<file path="config.mk">
export PLATFORM = sky130hd
export DESIGN_NAME = ws28xx_pixel_fifo
export DESIGN_NICKNAME = d
export VERILOG_FILES = /design/src/rtl/ws28xx_pkg.sv /design/src/rtl/ws28xx_pixel_fifo.sv
export SDC_FILE = /design/constraint.sdc
export NUM_CORES = 1
export LEC_CHECK = 0
export BUFFER_PORTS_ARGS = -buffer_cell sky130_fd_sc_hd__buf_2
export CAP_MARGIN = 10
export CELL_PAD_IN_SITES_DETAIL_PLACEMENT = 0
export CELL_PAD_IN_SITES_GLOBAL_PLACEMENT = 2
export CORE_UTILIZATION = 45
export CTS_BUF_LIST = sky130_fd_sc_hd__clkbuf_8
export CTS_CLUSTER_SIZE = 10
export DETAILED_ROUTE_END_ITERATION = 8
export PLACE_DENSITY = 0.85
export SLEW_MARGIN = 0
export SYNTH_ARGS = -nofsm -noshare
export SYNTH_HDL_FRONTEND = slang
export SYNTH_SLANG_ARGS = --single-unit
</file>
<file path="constraint.sdc">
create_clock -name clk_i -period 2.5 [get_ports clk_i]
set_clock_uncertainty 0.15 [all_clocks]
set_input_delay 0.125 -clock clk_i [delete_from_list [all_inputs] [get_ports clk_i]]
set_output_delay 0.125 -clock clk_i [all_outputs]
set_load 0.05 [all_outputs]
</file>
<file path="src/rtl/ws28xx_pkg.sv">
/* WS28xx controller definitions */
package ws28xx_pkg;

    // Host bus.
    localparam int addr_width = 12;
    localparam int data_width = 32;

    // Pixel storage and serial format.
    localparam int pix_depth    = 256;
    localparam int pixel_width  = 24;
    localparam int latch_cycles = 64;

    // Pixel FIFO between reader and encoder.
    localparam int fifo_depth     = 4;
    localparam int fifo_ptr_width = $clog2(fifo_depth);
    localparam int fifo_cnt_width = $clog2(fifo_depth + 1);

    typedef logic [$clog2(pix_depth)-1:0] pix_idx_t;
    typedef logic [pixel_width-1:0]       pixel_t;
    typedef logic [7:0]                   bit_time_t;

    typedef enum logic [1:0] {
        ctrl0 = 2'd0,
        ctrl1 = 2'd1,
        ctrl2 = 2'd2,
        count = 2'd3
    } reg_idx_t;

    // Same layout as the ctrl2 register.
    typedef struct packed {
        bit_time_t t1l;
        bit_time_t t1h;
        bit_time_t t0l;
        bit_time_t t0h;
    } timing_t;

    typedef struct packed {
        logic     en;
        pix_idx_t addr;
        pixel_t   data;
    } pix_wr_t;

endpackage

</file>
<file path="src/rtl/ws28xx_pixel_fifo.sv">
/* Pixel FIFO */
`timescale 1ns/1ps

module ws28xx_pixel_fifo (
    input  logic               clk_i,
    input  logic               rst_n_i,
    input  logic               clear_i,

    input  logic               in_valid_i,
    output logic               in_ready_o,
    input  ws28xx_pkg::pixel_t in_pixel_i,
    input  logic               in_last_i,

    output logic               out_valid_o,
    input  logic               out_ready_i,
    output ws28xx_pkg::pixel_t out_pixel_o,
    output logic               out_last_o
);

    logic [ws28xx_pkg::pixel_width:0]      mem [ws28xx_pkg::fifo_depth];
    logic [ws28xx_pkg::fifo_ptr_width-1:0] wr_ptr_q;
    logic [ws28xx_pkg::fifo_ptr_width-1:0] rd_ptr_q;
    logic [ws28xx_pkg::fifo_cnt_width-1:0] occ_q;
    logic                                  push;
    logic                                  pop;

    function automatic logic [ws28xx_pkg::fifo_ptr_width-1:0] next_ptr(
        input logic [ws28xx_pkg::fifo_ptr_width-1:0] ptr
    );
        return (ptr == ws28xx_pkg::fifo_depth - 1) ? '0 : ptr + 1'b1;
    endfunction

    assign in_ready_o  = occ_q < ws28xx_pkg::fifo_depth;
    assign out_valid_o = occ_q != '0;
    assign push        = in_valid_i && in_ready_o;
    assign pop         = out_valid_o && out_ready_i;

    assign {out_last_o, out_pixel_o} = mem[rd_ptr_q];

    always_ff @(posedge clk_i) begin
        if (push) begin
            mem[wr_ptr_q] <= {in_last_i, in_pixel_i};
        end
    end

    always_ff @(posedge clk_i or negedge rst_n_i) begin
        if (!rst_n_i) begin
            wr_ptr_q <= '0;
            rd_ptr_q <= '0;
            occ_q    <= '0;
        end else if (clear_i) begin
            wr_ptr_q <= '0;
            rd_ptr_q <= '0;
            occ_q    <= '0;
        end else begin
            if (push) begin
                wr_ptr_q <= next_ptr(wr_ptr_q);
            end
            if (pop) begin
                rd_ptr_q <= next_ptr(rd_ptr_q);
            end
            if (push && !pop) begin
                occ_q <= occ_q + 1'b1;
            end else if (pop && !push) begin
                occ_q <= occ_q - 1'b1;
            end
        end
    end

    // Occupancy never leaves the range 0 to fifo_depth.
    assert property (@(posedge clk_i) disable iff (!rst_n_i || clear_i)
        occ_q <= ws28xx_pkg::fifo_depth);
    // Pointers meet when the FIFO is empty or full.
    assert property (@(posedge clk_i) disable iff (!rst_n_i || clear_i)
        (occ_q == '0 || occ_q == ws28xx_pkg::fifo_depth) |-> wr_ptr_q == rd_ptr_q);

endmodule

</file>
== Yosys cells after proc, flatten, opt, wreduce, memory -nomap -nowiden ==
Memories as Yosys holds them, arrays and structs flattened.
Cells that the tools add are included.
Storage, ports and cells
  bits in registers: 7
  memory bits (writable): 100
  output and inout port bits: 27
  logic and storage cells: 32
  memories kept: 1
Cells by class
  $add $sub $neg: 4
  order comparisons: 1
  eq/ne operators: 2
  multiplexer cells: 11
  reduce and logical (&&, ||, !) cells: 10
Memory list
  mem: words 4, width 25, rd ports 1, clocked after Yosys merged registers in 0, write ports 1, RTL line ws28xx_pixel_fifo.sv:20  | logic [ws28xx_pkg::pixel_width:0] mem [ws28xx_pkg::fifo_depth];
Operators with widths (number)
  2-bit two-way mux: 6
  3-bit two-way mux: 3
  3-bit nonzero test: 2
  2-bit by 1-bit adder with 2-bit output (second input constant): 2
  2-bit == test (second input constant): 2
  1-bit logical AND: 4
  2-bit nonzero test: 2
  3-bit by 1-bit adder with 3-bit output (second input constant): 1
  3-bit < comparator (second input constant): 1
  3-bit by 1-bit subtractor with 3-bit output (second input constant): 1
  1-bit zero test: 2
  1-bit two-way mux: 2

== Depth between registers and ports, before layout ==
  depth after elaboration: 7
  mapped depth: 9
  gate-level depth less buffers: 7

== Worst setup path after synthesis ==
No wires, ideal clock.
  path kind: register to register
  from: reg occ_q[2] (netlist name)
  to: reg occ_q[1] (netlist name)
  arrival: 1767 ps
  required time: 2239 ps
  slack: 471 ps
  cell stages (with the launch flop): 8
  buffers on the path: 1
  clock period less this slack: 2029 ps
  cells stage by stage: dfrtp_1 > nor2b_1 > buf_6 > and2_1 > fa_1 > nand2b_1 > a311oi_1 > a2111oi_2
Between the ends
  cells in the longest elaborated chain, start to end: 6
RTL lines
  start, declared: RTL line ws28xx_pixel_fifo.sv:23  | logic [ws28xx_pkg::fifo_cnt_width-1:0] occ_q;
  start signal, assigned: RTL line ws28xx_pixel_fifo.sv:63  | occ_q <= occ_q + 1'b1;
  start signal, assigned: RTL line ws28xx_pixel_fifo.sv:65  | occ_q <= occ_q - 1'b1;
  branches (longest 6 deep; another with 3-bit < comparator)
Parallel ways; which one is timed is not known.
A chain may end at the register's enable or synchronous reset.

== Worst setup path in the final report ==
  from: reg rd_ptr_q[0] (netlist name)
  to: out out_pixel_o[19]
Between the ends
  cells in the longest elaborated chain, start to end: 1
RTL lines
  start, declared: RTL line ws28xx_pixel_fifo.sv:22  | logic [ws28xx_pkg::fifo_ptr_width-1:0] rd_ptr_q;
  start signal, assigned: RTL line ws28xx_pixel_fifo.sv:60  | rd_ptr_q <= next_ptr(rd_ptr_q);
  memory 4 x 25 bit
  end, declared: RTL line ws28xx_pixel_fifo.sv:16  | output ws28xx_pkg::pixel_t out_pixel_o,
No other way between the ends.

==> results.txt <==
P_leak -> 1.80 nW
Vias/cell -> 5.18
switching power total -> 1.36 mW
Clk pwr share -> 26.8%
antenna violations before repair -> 0
min Tclk post-route -> 2230 ps
post-cts sizing count -> 0
worst relative slew slack -> 74.7%
critical path required time -> 2230 ps
final hold slack -> 97.4 ps
number of max-cap violations -> 0
Mapped Nets -> 231
crit-path max FO -> 19
part of the power in registers -> 49.0%
Cell Int Power -> 3.04 mW
H-tree Lvls -> 3
Initial Util -> 47.2%
number of synthesized flops with an enable pin -> 100
Yosys top cell area share -> 71.6%
Peak VDD IR -> 398 uV
count leader, synth -> edfxtp_1
RSZ-0062 raised after global routing -> false
DRT Pass-1 Iters -> 4
crit path kind -> reg -> out
port buffer count -> 56
Clock Sinks -> 107
maximum clock rate -> 448 MHz
Die X -> 98.6 um
critical path capture point type -> output port
Pwr Density -> 854 mW/mm^2
sequential-to-total area share from yosys stat -> 75.7%
Post-synth top cells -> 100 x edfxtp_1, 25 x mux4_2, 8 x nor2_1
synth top area cells -> edfxtp_1 72%, mux4_2 13%, dfrtp_1 4.2%
final instance area -> 0.00515 sq mm
Switching Fraction -> 30.8%
RD Place Congestion -> 0.756
largest net degree at the start of global routing -> 26
post-route setup TNS -> 0 ps
Startpoint Class -> flop
Clock Tree Root -> clkbuf_8
Logic pwr share -> 24.2%
Die Y -> 98.6 um
CTS buffer count -> 9
vias in the first global route -> 2200
share of post-route cells with drive strength above 1 -> 37.8%
Final #Nets -> 327
GRT Util Overall -> 15.9%
number of max-slew violations in the final report -> 0
ANT cells -> 0
Async SR Flop Fraction -> 6.54%
Hold Path Class -> in -> reg
placed inst area -> 0.00463 sq mm
I/O Pins -> 57
Post-Route WL -> 6.89 mm
fin crit share -> 89.4%
WP data arrival -> 1960 ps
dpl ws -> 388 ps
die area -> 0.00972 sq mm
Routed wire per std cell -> 17.1 um
Synth cell types -> 31
Cell Rows -> 34
endpoints failing hold -> 0
cell taking the most area after synthesis -> edfxtp_1
Synth Flop Type -> edfxtp_1
1st-iter DRT viols -> 87
detailed placement HPWL -> 4.31 mm
Setup-failing EPs final -> 0
Mapped Avg Cell Area -> 21.5 sq um
FF+latch count, synth -> 107
clock latency on the worst-skew pair -> 360 ps
total core area -> 0.00889 sq mm
grt total ovfl -> 0
Max Root-Sink Buffers -> 2
Clock transition at path regs -> 100 ps
Ys Warns -> 0
Gate Count Post-Synth -> 195
Worst-Margin Slew -> 379 ps
Area Overhead vs Synth -> 22.7%
Post-route DRC -> 0
first-pass GRT wire length -> 11.3 mm
CTS tree -> built
status -> finished clean
final worst slack -> 266 ps
Via Count -> 2093
Final ANT Viol Nets -> 0
mapped cell area -> 0.00420 sq mm
## worst paths after layout
path | startpoint | to | slack [ps] | cells after the start
setup reg to reg | occ_q[0] | occ_q[1] | 330 | 6
setup / recovery | rd_ptr_q[0] | out_pixel_o[19] | 270 | 3
hold reg to reg | wr_ptr_q[1] | wr_ptr_q[1] | 430 | 2
max in group asynchronous | rst_n_i | rd_ptr_q[0] | 1340 | 3
min in group asynchronous | rst_n_i | occ_q[0] | 570 | 3
hold / removal | out_ready_i | occ_q[0] | 100 | 3
## worst max-delay path, cell delays in order (launching register included)
cell	delay [ps]
dfrtp_2	560
buf_12	250
mux4_2	550
buf_2	230
## sequential cells by signal, summed over array words and instances, names as in the netlist
signal    cells
wr_ptr_q      2
occ_q         3
rd_ptr_q      2
mem         100
## timing repair
| action | in CTS | in global routing |
|---|---|---|
| setup buffers | 0 | 0 |
| hold endpoints to repair | 114 | 0 |
| hold buffers | 29 | 0 |
## metal layers
| metal | GRT usage [%] | up-vias | part of all wire (%) |
|---|---|---|---|
| met5 | 0 | - | 0 |
| met2 | 26.1 | 60 | 52 |
| met1 | 20.2 | 1042 | 43 |
| li1 | - | 985 | - |
| met4 | 6.54 | 0 | 1.1 |
| met3 | 4.61 | 6 | 4.5 |
## through the flow
step | total power [mW] | cells | util, %
floorplan | 3.02 | 195 | -
finish | 4.40 | 404 | 57.9
global route | 4.58 | 404 | 57.9
detailed placement | 3.24 | 359 | 52.0
CTS | 4.44 | 404 | 57.9
global placement | 3.23 | 359 | 52.0
## layout make-up
cell class | instances | area [sq um]
fill | 654 | 3740
clock buffer | 9 | 124
inverter | 5 | 18.8
tap | 108 | 135
sequential | 107 | 3180
clock inverter | 7 | 111
timing repair buffer | 94 | 676
multi-input combinational | 74 | 907
## power by group through the flow
stage                     Combinational, mW  Clock (mW)  Sequential (mW)
after floorplan                       0.852           0             2.17
after global placement                 1.04           0             2.19
after detailed placement               1.04           0             2.20
after CTS                              1.08        1.21             2.16
after global routing                   1.13        1.29             2.17
final                                  1.06        1.18             2.16
## cells by family (layout without fill, tap and decap cells)
| group | count (synthesis) | after routing | share of synthesized area, % |
|---|---|---|---|
| DFF | 107 | 107 | 75.7 |
| and+or+nand+nor | 26 | 26 | 3.16 |
| buffers and inverters | 14 | 115 | 2.65 |
| muxes | 26 | 26 | 13.7 |
| AOI/OAI and AO/OA | 14 | 14 | 2.41 |
| xor gates and xnor gates | 2 | 2 | 0.417 |
| adders and majority gates | 6 | 6 | 1.97 |
## cell usage in the layout, fill, tap and decap left out, drive strengths merged
cell type and n:
edfxtp 100, buf 65, dlygate4sd3 29, mux4 25, clkbuf 9, nor2 8, a21oi 8, dfrtp 7
inv 7, and2 5, nand2 5, ha 5, clkinv 3, nor3 2, nand2b 2, bufinv 2
nor2b 1, o21ai 1, o31ai 1, nand3 1, a311oi 1, a2111oi 1, xnor2 1, o211ai 1
xor2 1, a2bb2oi 1, mux2i 1, nand3b 1, nor4 1, fa 1
(Power assumes the default switching activity.)
