<file path="src/rtl/ws28xx_pkg.sv">
/* WS28xx controller definitions */
package ws28xx_pkg;

    // Host bus.
    localparam int addr_width = 12;
    localparam int data_width = 32;

    // Pixel storage and serial format.
    localparam int pix_depth    = 256;
    localparam int pixel_width  = 24;
    localparam int latch_cycles = 64;

    // Pixel FIFO between reader and encoder.
    localparam int fifo_depth     = 4;
    localparam int fifo_ptr_width = $clog2(fifo_depth);
    localparam int fifo_cnt_width = $clog2(fifo_depth + 1);

    typedef logic [$clog2(pix_depth)-1:0] pix_idx_t;
    typedef logic [pixel_width-1:0]       pixel_t;
    typedef logic [7:0]                   bit_time_t;

    typedef enum logic [1:0] {
        ctrl0 = 2'd0,
        ctrl1 = 2'd1,
        ctrl2 = 2'd2,
        count = 2'd3
    } reg_idx_t;

    // Same layout as the ctrl2 register.
    typedef struct packed {
        bit_time_t t1l;
        bit_time_t t1h;
        bit_time_t t0l;
        bit_time_t t0h;
    } timing_t;

    typedef struct packed {
        logic     en;
        pix_idx_t addr;
        pixel_t   data;
    } pix_wr_t;

endpackage

</file>
<file path="src/rtl/ws28xx_frame_reader.sv">
/* Frame pixel reader */
`timescale 1ns/1ps

module ws28xx_frame_reader (
    input  logic                 clk_i,
    input  logic                 rst_n_i,
    input  logic                 clear_i,

    input  logic                 start_i,
    input  ws28xx_pkg::pix_idx_t count_i,

    output logic                 ram_rd_en_o,
    output ws28xx_pkg::pix_idx_t ram_addr_o,
    input  ws28xx_pkg::pixel_t   ram_data_i,

    output logic                 valid_o,
    input  logic                 ready_i,
    output ws28xx_pkg::pixel_t   pixel_o,
    output logic                 last_o
);

    typedef enum logic [1:0] {
        idle,
        fetch,
        offer
    } state_t;

    state_t               state_q;
    ws28xx_pkg::pix_idx_t addr_q;

    always_ff @(posedge clk_i or negedge rst_n_i) begin
        if (!rst_n_i) begin
            state_q <= idle;
            addr_q  <= '0;
        end else if (clear_i) begin
            state_q <= idle;
            addr_q  <= '0;
        end else begin
            case (state_q)
                idle: begin
                    if (start_i) begin
                        addr_q  <= '0;
                        state_q <= fetch;
                    end
                end
                fetch: state_q <= offer;
                offer: begin
                    if (ready_i) begin
                        if (last_o) begin
                            state_q <= idle;
                        end else begin
                            addr_q  <= addr_q + 1'b1;
                            state_q <= fetch;
                        end
                    end
                end
                default: state_q <= idle;
            endcase
        end
    end

    assign ram_rd_en_o = state_q == fetch;
    assign ram_addr_o  = addr_q;
    assign valid_o     = state_q == offer;
    // Memory output is stable until the next fetch.
    assign pixel_o     = ram_data_i;
    assign last_o      = addr_q == count_i;

endmodule

</file>
<file path="config.mk">
export PLATFORM = sky130hd
export DESIGN_NAME = ws28xx_frame_reader
export DESIGN_NICKNAME = d
export VERILOG_FILES = /design/src/rtl/ws28xx_pkg.sv /design/src/rtl/ws28xx_frame_reader.sv
export SDC_FILE = /design/constraint.sdc
export NUM_CORES = 1
export LEC_CHECK = 0
export BUFFER_PORTS_ARGS = -buffer_cell sky130_fd_sc_hd__buf_2
export CAP_MARGIN = 5
export CORE_MARGIN = 4
export CORE_UTILIZATION = 33
export DETAILED_ROUTE_END_ITERATION = 10
export GPL_TIMING_DRIVEN = 0
export PLACE_DENSITY = 0.74
export SYNTH_ARGS = -nofsm -noshare
export SYNTH_HDL_FRONTEND = slang
export SYNTH_SLANG_ARGS = --single-unit
</file>
<file path="constraint.sdc">
create_clock -name clk_i -period 1.6 [get_ports clk_i]
set_clock_uncertainty 0.15 [all_clocks]
set_input_delay 0.32 -clock clk_i [delete_from_list [all_inputs] [get_ports clk_i]]
set_output_delay 0.32 -clock clk_i [all_outputs]
set_load 0.05 [all_outputs]
</file>
## Word level (Yosys, flattened, before mapping)

Cells that the tools add are included.

- Word-level logic and storage cells: 23
- Bits in registers: 10
- Input port bits: 37
- Output and inout port bits: 35

- Eq/ne operators: 6
- Mux-type cells: 10
- Add/sub/neg operators: 1
- Reduce and logical (&&, ||, !) cells: 4

Operators by type and width:

| operator | count |
|---|---|
| $mux 8 | 4 |
| $pmux 8 s2 | 1 |
| $add 8x1->8 const B | 1 |
| $eq 8x8->1 | 1 |
| $mux 2 | 3 |
| $ne 3x3->1 const B | 2 |
| $pmux 2 s3 | 1 |
| $reduce_and 4->1 | 1 |
| $ne 3x2->1 const B | 1 |
| $reduce_bool 3->1 | 1 |
| $eq 2x1->1 const B | 1 |
| $eq 2x2->1 const B | 1 |
| $logic_not 2->1 | 1 |
| $reduce_and 2->1 | 1 |
| $mux 1 | 1 |

## Depth between registers and ports, before layout

- Depth after elaboration: 5
- Gate-level depth with buffers: 6
- Mapped depth without buffers: 5

## Worst setup path after synthesis

No wires, ideal clock.

- Kind: reg-to-reg
- Start point: register addr_q[0], in the netlist ram_addr_o[0]
- End point: register addr_q[4], in the netlist ram_addr_o[4]
- Data arrival time: 2.003 ns
- Clock period less this slack: 2.300 ns
- Stages on the path, launching flop included: 7
- Setup slack: -0.700 ns
- Cell sequence: dfrtp_1 -> xnor2_1 -> nand4_2 -> nor2_2 -> or4_4 -> buf_6 -> o31ai_1

- Elaborated cells on any way between the ends: 8

RTL lines:

| element | line | source |
|---|---|---|
| start, declared | ws28xx_frame_reader.sv:29 | `ws28xx_pkg::pix_idx_t addr_q;` |
| start signal, assigned | ws28xx_frame_reader.sv:52 | `addr_q <= addr_q + 1'b1;` |
| $eq 8x8->1 | ws28xx_frame_reader.sv:67 | `assign last_o = addr_q == count_i;` |
| via last_o | ws28xx_frame_reader.sv:19 | `output logic last_o` |
| $ne 3x3->1 (no line) | -- |  |
| $reduce_and 4->1 (no line) | -- |  |

The timed path passes the listed nets, and every way through them passes these cells. The select of a mux whose other input is x is not followed.
A chain may end at the register's enable or synchronous reset.

## Worst setup path after layout

- Start point: register addr_q[6], in the netlist ram_addr_o[6]
- End point: register addr_q[5], in the netlist ram_addr_o[5]

- Word-level cells in the longest chain between the ends: 3

Ends and longest elaborated chain:

| element | line |
|---|---|
| $eq 8x8->1 | ws28xx_frame_reader.sv:67 |
| $ne 3x3->1 (no line) | -- |
| $reduce_and 4->1 (no line) | -- |

No other way between the ends.

==> impl_results.rst <==
.. list-table::
   :header-rows: 1

   * - Metric
     - Value
   * - Max-slew violations
     - 0
   * - Leakage power total
     - 0.0006596 uW
   * - Type of the setup path with the least slack
     - reg -> reg
   * - Detailed-router iteration count before antenna repair
     - 3
   * - Compound-Gate Fraction of Synth Area
     - about 17%
   * - Net count reported at finish
     - 191
   * - Boundary Pins
     - approximately 70
   * - Worst-case vdd ir drop
     - around 0.0006 V
   * - Starting Density
     - about 36%
   * - Final weighted congestion in routability-driven placement
     - 0.8200
   * - Cell breakdown of the critical path
     - xnor2_2 -> nand4_1 -> nor2_4 -> buf_6 -> or4_4 -> o31ai_2
   * - Antenna diode count
     - 0
   * - Worst-Skew Late Latency
     - between 0.2 and 0.3 ns
   * - Ys Warns
     - 0
   * - Stage delay of the slowest cell on the critical path
     - roughly 0.50 ns
   * - Slowest library cell on the worst path
     - sky130_fd_sc_hd__or4_4
   * - Area of the mapped netlist
     - between 800 and 900 um2
   * - Worst path required time
     - roughly 1.6 ns
   * - Setup repair after global routing missed its margin
     - yes
   * - Die ar.
     - between 3000 and 4000 um2
   * - Setup slack of the critical path after layout
     - -0.2260 ns
   * - Total wire length after detailed routing
     - 2.455 mm
   * - Worst slew margin relative to its limit
     - 59.64%
   * - Sum of net half-perimeters after detailed placement
     - ~1.8 mm
   * - CP Data Arrival Time
     - approximately 1.9 ns
   * - Number of clock sinks
     - 10
   * - Element type at the critical path end
     - flop
   * - Core ar.
     - between 2000 and 2500 um2
   * - Root buffer selected by CTS
     - sky130_fd_sc_hd__clkbuf_4
   * - Synthesized instance count
     - 91
   * - Achievable clock frequency
     - 547.7 MHz
   * - DRT antenna net count
     - 0
   * - Filler instances
     - around 200
   * - Maximum number of pins on one net before global-route repair
     - 11
   * - Share of layout cells above drive strength 1
     - roughly 78%
   * - Number of CTS-inserted buffers
     - 3
   * - Multiplexer share of the synthesized area
     - roughly 1.2%
   * - Failing checks
     - negative setup slack
   * - Maximum fanout along the worst path
     - 8
   * - Worst slew pin tran
     - around 0.6 ns
   * - Number of flip-flops and latches in the synthesized netlist
     - 10
   * - Overall overflow remaining after global route
     - 0
   * - Aggregate negative setup slack
     - -1.706 ns
   * - Finish-stage setup viols
     - 9
   * - Layout overhead on the synthesized area
     - 65.34%
   * - H-tree depth
     - 1
   * - Mean Syn Cell Area
     - roughly 9.0 um2
   * - Number of buffer cells added on primary ports
     - between 40 and 50
   * - GRT Resource Usage Total
     - 13.73%
   * - Number of distinct standard cells referenced by the synthesized netlist
     - 29
   * - Sequential share of the synthesized area
     - 30.53%
   * - Fin crit period
     - 1.826 ns
   * - Remaining design rule violation count
     - 0
   * - Hold violation total from the final report
     - 0
   * - Synthesized netlist net count
     - roughly 130
   * - Dominant combinational cell family by area after synthesis
     - buffers and inverters
   * - Clk buf depth
     - 2
   * - Routed wire length per instance
     - 13.64 um
   * - Total number of placement rows
     - 17
   * - TritonCTS clock tree
     - yes
   * - Routed via count
     - between 800 and 900
   * - XOR/XNOR share of the synthesized area
     - 8.550%
   * - Final cell utilization of the core
     - 58.99%
   * - Via density
     - 4.922
   * - Cell Pwr Density
     - a little under 600 nW/um2
   * - Worst Reg-to-Reg Cells
     - 6
   * - Basic-gate share of the synthesized area counting and, or, nand and nor cells
     - ~15%
   * - Number of antenna violations at the first check in global routing
     - 0
   * - Share of the clock period used by the worst path after layout
     - 114.1%
   * - Min-delay worst type
     - in -> reg
   * - Adder and majority gate portion of the synthesized area
     - under 10%
   * - Global-route wire length before repair
     - between 3 and 4 mm
   * - Floorplan die height
     - 57.84 um
   * - Initial drt markers
     - 17
   * - Element type at the critical path start
     - flop
   * - Worst-path clk slew
     - 0.07 ns
   * - Chip width
     - 57.84 um
   * - Run status
     - finished with violations
   * - Maximum Capacitance Violations
     - 0
   * - Number of cells traversed by the worst hold path
     - 2
   * - Via count of the first global-routing pass
     - a little under 900
==> area by class of cell <==
type                       count  area [um2]  share of cell area, %
multi-input combinational     50       473.0                  34.90
buffer                        24       180.2                  13.30
sequential                    10       261.5                  19.30
tap                           28       35.03                  2.585
clock buffer                   4       36.28                  2.678
inverter                       6       22.52                  1.662
timing repair buffer          58       346.6                  25.58
==> repair_timing <==
| item | in CTS | in global routing |
|---|---|---|
| hold buffers | 1 | 0 |
| setup endpoints to repair | 11 | 12 |
| pin swaps | 5 | 2 |
| gates resized for setup | 19 | 15 |
| gates cloned | 0 | 0 |
| hold endpoints to repair | 10 | 0 |
| buffers inserted | 10 | 0 |
==> cell usage in the layout, fill, tap and decap left out, drive strengths merged, types with 2 or more instances in the layout <==
master / count
nor2: 5
nand2: 4
a21oi: 3
dfrtp: 10
xnor2: 8
nand3: 2
inv: 6
o311ai: 5
clkbuf: 4
or2: 2
buf: 81
o31ai: 5
nand4: 2
==> state kept, by name, summed over array words and instances, names as in the netlist <==
signal and flops:
state_q 2, ram_addr_o 8
==> synth_stat cells <==
library cell	number	area, um2
sky130_fd_sc_hd__o31ai_1	5	37.54
sky130_fd_sc_hd__buf_4	24	180.2
sky130_fd_sc_hd__inv_1	6	22.52
sky130_fd_sc_hd__buf_6	1	11.26
sky130_fd_sc_hd__nor2_2	1	6.260
sky130_fd_sc_hd__or4_4	1	11.26
sky130_fd_sc_hd__nor3b_1	1	7.510
sky130_fd_sc_hd__mux2i_1	1	10.01
sky130_fd_sc_hd__nand4_1	1	6.260
sky130_fd_sc_hd__nand3_1	2	10.01
sky130_fd_sc_hd__nand2_1	4	15.01
sky130_fd_sc_hd__or3_1	1	6.260
sky130_fd_sc_hd__and2_1	1	6.260
sky130_fd_sc_hd__o21bai_1	1	7.510
sky130_fd_sc_hd__o22ai_1	1	6.260
sky130_fd_sc_hd__o311ai_0	5	43.79
sky130_fd_sc_hd__a221o_1	1	10.01
sky130_fd_sc_hd__ha_1	1	12.51
sky130_fd_sc_hd__nor2_1	4	15.01
sky130_fd_sc_hd__a31oi_1	1	6.260
sky130_fd_sc_hd__a21oi_1	3	15.01
sky130_fd_sc_hd__xnor2_1	8	70.07
sky130_fd_sc_hd__nor3_1	1	5.000
sky130_fd_sc_hd__a2bb2oi_1	1	8.760
sky130_fd_sc_hd__o21a_1	1	7.510
sky130_fd_sc_hd__nand4_2	1	12.51
sky130_fd_sc_hd__dfrtp_1	10	250.2
sky130_fd_sc_hd__nand2b_1	1	6.260
sky130_fd_sc_hd__or2_2	2	12.51
==> worst max-delay path, delay by kind of cell (launching register included) <==
kind	cells	cell delay, ns
flops	1	0.42
compound gates	1	0.21
xor+xnor	1	0.13
simple gates	3	0.69
buf+inv	1	0.11
==> power by group <==
part | internal (uW) | total (uW) | leakage, uW | switching (uW)
logic | 103 | 298 | 0.000515 | 196
registers | 257 | 264 | 0.000124 | 6.49
clock network | 138 | 223 | 0.0000210 | 85.3
total | 498 | 786 | 0.000660 | 287
==> routing by layer <==
layer / track usage, % / routed length, um
met3: 6.682 / 376
met1: 16.67 / 911
met2: 23.39 / 1167
met4: 0 / 0
met5: 0 / 0
==> worst paths after layout <==
| path | startpoint | end | slack [ns] |
|---|---|---|---|
| worst max register to register | ram_addr_o[6]$_DFFE_PN0P_ | ram_addr_o[5]$_DFFE_PN0P_ | -0.23 |
| worst min register to register | state_q[0]$_DFFE_PN0P_ | state_q[0]$_DFFE_PN0P_ | 0.37 |
| worst max-delay path | ram_addr_o[6]$_DFFE_PN0P_ | ram_addr_o[5]$_DFFE_PN0P_ | -0.23 |
| max in group asynchronous | rst_n_i | state_q[0]$_DFFE_PN0P_ | 0.79 |
| worst min-delay path | clear_i | state_q[1]$_DFFE_PN0P_ | 0.13 |
| min in group asynchronous | rst_n_i | ram_addr_o[7]$_DFFE_PN0P_ | 0.30 |
==> stage by stage <==
step	power [uW]	area [um2]	worst slack [ns]	std cells	hold WS, ns
CTS	783.4	1294	-0.1857	180	0.1267
finish	785.7	1355	-0.2260	180	0.1290
global placement	539.2	1107	-0.2416	166	0.04150
detailed placement	544.2	1107	-0.2773	166	0.03839
floorplan	481.0	837.1	-0.3817	91	-0.1256
global route	828.8	1355	-0.2883	180	0.1282
==> kinds of logic after synthesis <==
| group | after synthesis |
|---|---|
| compound gates | 19 |
| xor+xnor | 8 |
| fa+ha+maj | 1 |
| buf+inv | 31 |
| flops | 10 |
| mux | 1 |
| simple gates | 21 |
No activity file was read; power rests on OpenSTA's default activity.
