[config.mk]
export PLATFORM = sky130hd
export DESIGN_NAME = ws28xx_bit_encoder
export DESIGN_NICKNAME = d
export VERILOG_FILES = /design/src/rtl/ws28xx_pkg.sv /design/src/rtl/ws28xx_bit_encoder.sv
export SDC_FILE = /design/constraint.sdc
export NUM_CORES = 1
export LEC_CHECK = 0
export BUFFER_PORTS_ARGS = -buffer_cell sky130_fd_sc_hd__buf_2
export CAP_MARGIN = 20
export CORE_AREA = 2 2 98 100
export CTS_CLUSTER_DIAMETER = 60
export DETAILED_ROUTE_END_ITERATION = 8
export DIE_AREA = 0 0 100 102
export PLACE_DENSITY_LB_ADDON = 0.15
export SLEW_MARGIN = 15
export SYNTH_ARGS = -nofsm -noshare
export SYNTH_HDL_FRONTEND = slang
export SYNTH_SLANG_ARGS = --single-unit
[constraint.sdc]
create_clock -name clk_i -period 4.7 [get_ports clk_i]
set_clock_uncertainty 0.15 [all_clocks]
set_input_delay 1.175 -clock clk_i [delete_from_list [all_inputs] [get_ports clk_i]]
set_output_delay 1.175 -clock clk_i [all_outputs]
set_load 0.03 [all_outputs]
[src/rtl/ws28xx_pkg.sv]
/* WS28xx controller definitions */
package ws28xx_pkg;

    // Host bus.
    localparam int addr_width = 12;
    localparam int data_width = 32;

    // Pixel storage and serial format.
    localparam int pix_depth    = 256;
    localparam int pixel_width  = 24;
    localparam int latch_cycles = 64;

    // Pixel FIFO between reader and encoder.
    localparam int fifo_depth     = 4;
    localparam int fifo_ptr_width = $clog2(fifo_depth);
    localparam int fifo_cnt_width = $clog2(fifo_depth + 1);

    typedef logic [$clog2(pix_depth)-1:0] pix_idx_t;
    typedef logic [pixel_width-1:0]       pixel_t;
    typedef logic [7:0]                   bit_time_t;

    typedef enum logic [1:0] {
        ctrl0 = 2'd0,
        ctrl1 = 2'd1,
        ctrl2 = 2'd2,
        count = 2'd3
    } reg_idx_t;

    // Same layout as the ctrl2 register.
    typedef struct packed {
        bit_time_t t1l;
        bit_time_t t1h;
        bit_time_t t0l;
        bit_time_t t0h;
    } timing_t;

    typedef struct packed {
        logic     en;
        pix_idx_t addr;
        pixel_t   data;
    } pix_wr_t;

endpackage

[src/rtl/ws28xx_bit_encoder.sv]
/* WS28xx bit encoder */
`timescale 1ns/1ps

module ws28xx_bit_encoder (
    input  logic                clk_i,
    input  logic                rst_n_i,
    input  logic                clear_i,

    input  ws28xx_pkg::timing_t timing_i,

    input  logic                valid_i,
    output logic                ready_o,
    input  ws28xx_pkg::pixel_t  pixel_i,
    input  logic                last_i,

    output logic                line_o,
    output logic                frame_done_o
);

    typedef enum logic [1:0] {
        idle,
        high,
        low,
        latch
    } state_t;

    state_t                state_q;
    ws28xx_pkg::pixel_t    shift_q;
    logic                  last_q;
    logic [$clog2(ws28xx_pkg::pixel_width)-1:0] bit_q;
    ws28xx_pkg::bit_time_t cnt_q;
    ws28xx_pkg::bit_time_t th_end;
    ws28xx_pkg::bit_time_t tl_end;
    logic                  pixel_end;
    logic                  low_end;
    logic                  take;
    logic                  done_q;

    // Pulse lengths follow the bit at the top of the shifter.
    assign th_end = (shift_q[ws28xx_pkg::pixel_width-1] ? timing_i.t1h : timing_i.t0h) - 8'd1;
    assign tl_end = (shift_q[ws28xx_pkg::pixel_width-1] ? timing_i.t1l : timing_i.t0l) - 8'd1;

    assign pixel_end = bit_q == ws28xx_pkg::pixel_width - 1;
    assign low_end   = state_q == low && cnt_q == tl_end;
    assign ready_o   = state_q == idle || (low_end && pixel_end && !last_q);
    assign take      = valid_i && ready_o;

    always_ff @(posedge clk_i or negedge rst_n_i) begin
        if (!rst_n_i) begin
            state_q <= idle;
            last_q  <= 1'b0;
            bit_q   <= '0;
            cnt_q   <= '0;
            done_q  <= 1'b0;
        end else if (clear_i) begin
            state_q <= idle;
            last_q  <= 1'b0;
            bit_q   <= '0;
            cnt_q   <= '0;
            done_q  <= 1'b0;
        end else begin
            done_q <= 1'b0;
            if (take) begin
                shift_q <= pixel_i;
                last_q  <= last_i;
                bit_q   <= '0;
                cnt_q   <= '0;
                state_q <= high;
            end else begin
                case (state_q)
                    high: begin
                        if (cnt_q == th_end) begin
                            cnt_q   <= '0;
                            state_q <= low;
                        end else begin
                            cnt_q <= cnt_q + 1'b1;
                        end
                    end
                    low: begin
                        if (cnt_q != tl_end) begin
                            cnt_q <= cnt_q + 1'b1;
                        end else if (!pixel_end) begin
                            shift_q <= shift_q << 1;
                            bit_q   <= bit_q + 1'b1;
                            cnt_q   <= '0;
                            state_q <= high;
                        end else if (last_q) begin
                            cnt_q   <= '0;
                            state_q <= latch;
                        end
                        // Else the low time stretches until a pixel arrives.
                    end
                    latch: begin
                        if (cnt_q == ws28xx_pkg::bit_time_t'(ws28xx_pkg::latch_cycles - 1)) begin
                            cnt_q   <= '0;
                            done_q  <= 1'b1;
                            state_q <= idle;
                        end else begin
                            cnt_q <= cnt_q + 1'b1;
                        end
                    end
                    default: state_q <= idle;
                endcase
            end
        end
    end

    assign line_o       = state_q == high;
    assign frame_done_o = done_q;

    // Host timing must stay usable for the whole frame.
    assert property (@(posedge clk_i) disable iff (!rst_n_i || clear_i)
        state_q != idle |-> timing_i.t0h != '0 && timing_i.t0l != '0 &&
                            timing_i.t1h != '0 && timing_i.t1l != '0);

endmodule

Word-level counts from Yosys, hierarchy flattened

Index checks and enable logic that the tools add are counted.

Logic and storage cells: 76
Output and inout bits: 3
Register bits: 41
Bits of input ports: 61

Equal/unequal tests: 17
Reduce and logical (&&, ||, !) cells: 15
Muxes and demuxes: 33
$add $sub $neg: 4
Bitwise gates (word level): 1

Operators by type and width:

| operator                                                           | number |
|---|---|
| 24-bit 2-to-1 mux                                                  | 4 |
| 8-bit 2-to-1 mux                                                   | 9 |
| 5-bit 2-to-1 mux                                                   | 5 |
| 8-bit case mux with 3 select lines                                 | 1 |
| 8-bit == test                                                      | 2 |
| 8-bit by 1-bit subtractor with 8-bit output, second input constant | 2 |
| 2-bit 2-to-1 mux                                                   | 7 |
| 8-bit by 1-bit adder with 8-bit output, second input constant      | 1 |
| 8-bit by 6-bit == test with 1-bit output, second input constant    | 1 |
| 4-bit != test, second input constant                               | 2 |
| 8-bit != test                                                      | 1 |
| 1-bit 2-to-1 mux                                                   | 6 |
| 6-bit by 5-bit != test with 1-bit output, second input constant    | 1 |
| 2-bit case mux with 3 select lines                                 | 1 |
| 5-bit by 1-bit adder with 5-bit output, second input constant      | 1 |
| 5-bit == test, second input constant                               | 1 |
| 5-bit != test, second input constant                               | 1 |
| 5-bit AND reduction                                                | 1 |
| 5-bit nonzero test                                                 | 1 |
| 2-bit == test, second input constant                               | 2 |
| 1-bit logical AND                                                  | 4 |
| 4-bit by 2-bit != test with 1-bit output, second input constant    | 1 |
| 4-bit AND reduction                                                | 1 |
| 2-bit nonzero test                                                 | 2 |
| 12 further kinds                                                   | 12 |

Longest topological paths before layout

Word-level depth: 10
Depth in mapped cells: 14
Gate-level depth less buffers: 10

Worst setup path before layout

Ideal clock, no wire load.

Path type: input to register
Start point: in timing_i[24] (netlist bit)
End point: reg shift_q[0], enable pin
Arrival time: 4.707 ns
Path slack: -0.607 ns
Required time: 4.100 ns
Stages: 6
Path buffers: 0
Setup time: 0.450 ns
Cell sequence: or4b_2 > and2_1 > o31ai_2 > and3_2 > nand3_2 > a311oi_1

Word-level cells in the longest chain between the ends: 10
Elaborated cells on any way between the ends: 13
Classes of those cells: add/sub (1); eq/ne (4); mux (1); reduce/logical (7)

Ends and longest elaborated chain:

| item                                                         | line                     | text |
|---|---|---|
| start, declared                                              | ws28xx_bit_encoder.sv:9  | `input ws28xx_pkg::timing_t timing_i,` |
| 8-bit 2-to-1 mux (*)                                         | ws28xx_bit_encoder.sv:41 | `assign tl_end = (shift_q[ws28xx_pkg::pixel_width-1] ? timing_i.t1l : timing_i.t0l) - 8'd1;` |
| 8-bit by 1-bit subtractor with 8-bit output (*)              | ws28xx_bit_encoder.sv:41 |  |
| 8-bit == test                                                | ws28xx_bit_encoder.sv:44 | `assign low_end = state_q == low && cnt_q == tl_end;` |
| 1-bit logical AND                                            | ws28xx_bit_encoder.sv:44 |  |
| 1-bit logical AND (2 in a row)                               | ws28xx_bit_encoder.sv:45 | `assign ready_o = state_q == idle \|\| (low_end && pixel_end && !last_q);` |
| 1-bit logical OR                                             | ws28xx_bit_encoder.sv:45 |  |
| 1-bit logical AND                                            | ws28xx_bit_encoder.sv:46 | `assign take = valid_i && ready_o;` |
| 2-bit != test (no source line), or another cell as far along | n/a                      |  |
| 5-bit AND reduction (no source line) (*)                     | n/a                      |  |
| end signal, assigned                                         | ws28xx_bit_encoder.sv:64 | `shift_q <= pixel_i;` |
| end signal, assigned                                         | ws28xx_bit_encoder.sv:83 | `shift_q <= shift_q << 1;` |
| end, declared                                                | ws28xx_bit_encoder.sv:28 | `ws28xx_pkg::pixel_t shift_q;` |

Every way passes the cells marked *; elsewhere a longest branch is shown, timed or not.
A chain may end at the register's enable or synchronous reset.

Final worst setup path

Start point: in timing_i[24] (netlist bit)
End point: out ready_o

Word-level cells in the longest chain between the ends: 7

Ends and longest elaborated chain:

| item                                        | line                     | text |
|---|---|---|
| 8-bit 2-to-1 mux                            | ws28xx_bit_encoder.sv:41 |  |
| 8-bit by 1-bit subtractor with 8-bit output | ws28xx_bit_encoder.sv:41 |  |
| 8-bit == test                               | ws28xx_bit_encoder.sv:44 |  |
| 1-bit logical AND                           | ws28xx_bit_encoder.sv:44 |  |
| 1-bit logical AND (2 in a row)              | ws28xx_bit_encoder.sv:45 |  |
| 1-bit logical OR                            | ws28xx_bit_encoder.sv:45 |  |
| end, declared                               | ws28xx_bit_encoder.sv:12 | `output logic ready_o,` |

Every way passes these cells.

==> flow_metrics.py <==
metrics = {
    "synthesis": {
        "synth-async-reset-ratio_pct": 41.5,
        "yosysUniqueCellTypes": 55,
        "synth_seq_cells": 41,
        "synth_edf_count": 24,
        "syn_area_um2": 2790,
        "synth.area.top_cells": "edfxtp_1 (26%), dfrtp_1 (15%), mux2_2 (9.7%)",
        "synth_seq_area_share_pct": 41.0,
        "syn_area_per_cell_um2": 11.0,
        "syn_nets": 322,
        "synth_common_cells": "edfxtp_1 (24), mux2_2 (24), mux2i_1 (18)",
        "synth_top_area_share_pct": 25.8,
        "ys_warn_count": 0,
        "ys.flop_type": "edfxtp_1",
        "yosysTopAreaCell": "edfxtp_1",
        "synthCells": 253,
    },
    "cts": {
        "cts_tree": "built",
        "postCtsResizedCells": 0,
        "numCtsBuffers": 5,
        "root_buffer": "clkbuf_8",
        "cts_max_level": 2,
        "hold_buffers": 0,
        "post_cts_buffers": 0,
        "clock_latency_ns": 0.29,
        "cts.sink_count": 41,
        "clk_path_buf_depth": 2,
        "path_clk_slew_ns": 0.08,
    },
    "detailed_routing": {
        "finalWirelength_um": 6100,
        "wl_per_cell_um": 14.1,
        "drt_iter0_drc": 103,
        "num_vias": 2105,
        "drt-pass1-iter-count": 4,
        "antenna_left": 0,
        "vias_per_cell": 4.88,
        "drc": 0,
    },
    "global_route": {
        "track_usage_pct": 12.3,
        "grt_max_degree": 28,
        "grt_pass1_vias": 2086,
        "antenna_found_initial": 0,
        "overflow": 0,
        "grt_pass1_wl_um": 9900,
    },
    "sta": {
        "timing.final.crit_share_pct": 96.4,
        "slew_headroom_pct": 61.1,
        "clock.fmax_ghz": 0.221,
        "min_period_ns": 4.53,
        "setup_tns_ns": 0,
        "hold_viol": 0,
        "tightest_slew_ns": 0.583,
        "setup_viol": 0,
        "rsz0062_at_grt": "false",
        "drv_slew": 0,
        "fin_hold_ws_ns": 0.399,
    },
    "min_path": {
        "min_path_cells": 1,
        "hp-class": "flip-flop to flip-flop",
        "hold_end": "shift_q[1]",
        "hold_start": "shift_q[0]",
    },
    "power_and_ir_drop": {
        "p_leak_nw": 1.43,
        "seq_power_share_pct": 50.7,
        "power_density_nw_per_um2": 235,
        "switchingPower_mw": 0.201,
        "p_clk_share_pct": 31.1,
        "p_int_mw": 0.584,
        "swShare_pct": 25.6,
        "ir_drop_mv": 0.108,
        "combPwrFrac_pct": 18.2,
    },
    "worst_setup_path": {
        "cp_cell_sequence": "buf_2 > or4b_2 > a222oi_1 > xnor2_1 > nor2_4 > and4_1 > or2_2 > buf_2",
        "start_kind": "input pin",
        "cp_slowest_cell": "or4b_2",
        "critPathBufInv": 2,
        "rr_worst_depth": 10,
        "crit_path_max_incr_delay_ns": 0.67,
        "arrival_ns": 3.20,
        "worstPathRequired_ns": 3.38,
        "crit_top_cell": "buf_2",
        "r2r-end": "cnt_q[5]",
        "r2r_setup_slack_ns": 0.73,
        "cp_max_fo": 4,
        "r2r_start": "shift_q[23]",
        "critPathKind": "input pin to output port",
        "endpoint_kind": "output port",
        "cp_top_family": "simple AND/OR/NAND/NOR gates",
    },
    "outcome": {
        "outcome": "finished, final reports clean",
    },
    "cells_and_area": {
        "final_cell_count_no_fill": 431,
        "fin_area_um2": 3340,
        "num_antenna_cells": 0,
        "final_nets": 388,
        "layout-drive-gt1-share_pct": 36.3,
        "fillers": 913,
        "syn2layout_area_growth_pct": 19.6,
    },
    "floorplan": {
        "die_w_um": 100,
        "fp.coreArea_um2": 9110,
        "start_util_pct": 30.7,
        "die_h_um": 102,
        "rows": 35,
        "dieArea_um2": 10200,
        "num_io_pins": 64,
    },
    "place": {
        "hpwl_um": 4650,
        "dpl_cell_area_um2": 3240,
        "gp_congestion": 0.830,
        "io_buffers": 63,
        "dp_cells": 423,
    },
    "run": {
        "maxCapViolations": 0,
    },
}
==> state kept, by name, indices dropped and copies added (netlist names) <==
name and cells:
state_q 2, shift_q 24, last_q 1, cnt_q 8, frame_done_o 1, bit_q 5
==> kinds of logic after synthesis <==
| group | synth area share [%] |
|---|---|
| AOI/OAI and AO/OA | 10.3 |
| xor gates and xnor gates | 7.84 |
| adders and majority gates | 3.58 |
| buffers and inverters | 3.09 |
| DFF | 41.0 |
| muxes | 16.1 |
| and+or+nand+nor | 18.1 |
==> how the worst max path moves through the flow <==
| stage | start | endpoint | slack, ns | depth (start not counted) |
|---|---|---|---|---|
| after floorplan | timing_i[24] | shift_q[0] | 0.21 | 6 |
| after global placement | timing_i[24] | ready_o | 0.15 | 8 |
| after detailed placement | timing_i[24] | ready_o | 0.16 | 8 |
| after CTS | timing_i[24] | ready_o | 0.15 | 8 |
| after global routing | timing_i[24] | ready_o | 0.07 | 8 |
| final | timing_i[24] | ready_o | 0.17 | 8 |
==> placed cells by master (no fill, tap or decap), types with 2 or more instances in the layout <==
cell,Yosys,final
buf_2,3,63
mux2_2,24,24
edfxtp_1,24,24
mux2i_1,18,18
dfrtp_1,17,17
nor2_1,15,15
xnor2_1,14,14
xor2_1,11,11
nor3_1,8,8
ha_1,8,8
nand3_1,7,7
nand2_1,7,7
o21ai_0,7,7
inv_1,6,6
and3_1,6,6
o31ai_1,6,6
nor2b_1,6,6
clkbuf_8,0,6
or3_1,5,5
a21oi_1,5,5
a22o_1,5,5
and2_1,4,4
or4b_2,3,3
nor3b_1,3,3
or2_2,3,3
nand4_1,3,3
buf_4,3,3
or4_1,2,2
nand3_2,2,2
o211ai_1,2,2
==> per-layer routing <==
layer / wire length (um) / part of all wire [%] / track usage, %
met4: 29 / 0.48 / 2.95
met2: 2740 / 45 / 20.0
met5: 0 / 0 / 0
met1: 3060 / 50 / 17.0
met3: 274 / 4.5 / 2.39
==> through the flow <==
step	utilization (%)	total power [mW]	setup slack, ns
final	36.7	0.785	0.171
after global routing	36.7	0.830	0.0661
after CTS	36.7	0.801	0.149
after detailed placement	35.6	0.550	0.160
after global placement	35.6	0.549	0.148
after floorplan	-	0.497	0.211
==> power groups by stage <==
stage	clock, mW	sequential (mW)	combinational [mW]
after floorplan	0	0.404	0.0932
after global placement	0	0.406	0.143
after detailed placement	0	0.406	0.145
after CTS	0.256	0.398	0.146
after global routing	0.271	0.399	0.160
final	0.244	0.398	0.143
==> final cells by class <==
type	instances	area (um2)	share of cell area, %
clock buffer	6	82.6	2.47
clock inverter	2	13.8	0.412
inverter	6	22.5	0.674
multi-input combinational	198	1580	47.3
sequential	41	1150	34.3
tap	111	139	4.16
timing repair buffer	67	358	10.7
Note: power is estimated with default switching activity, not from simulation.
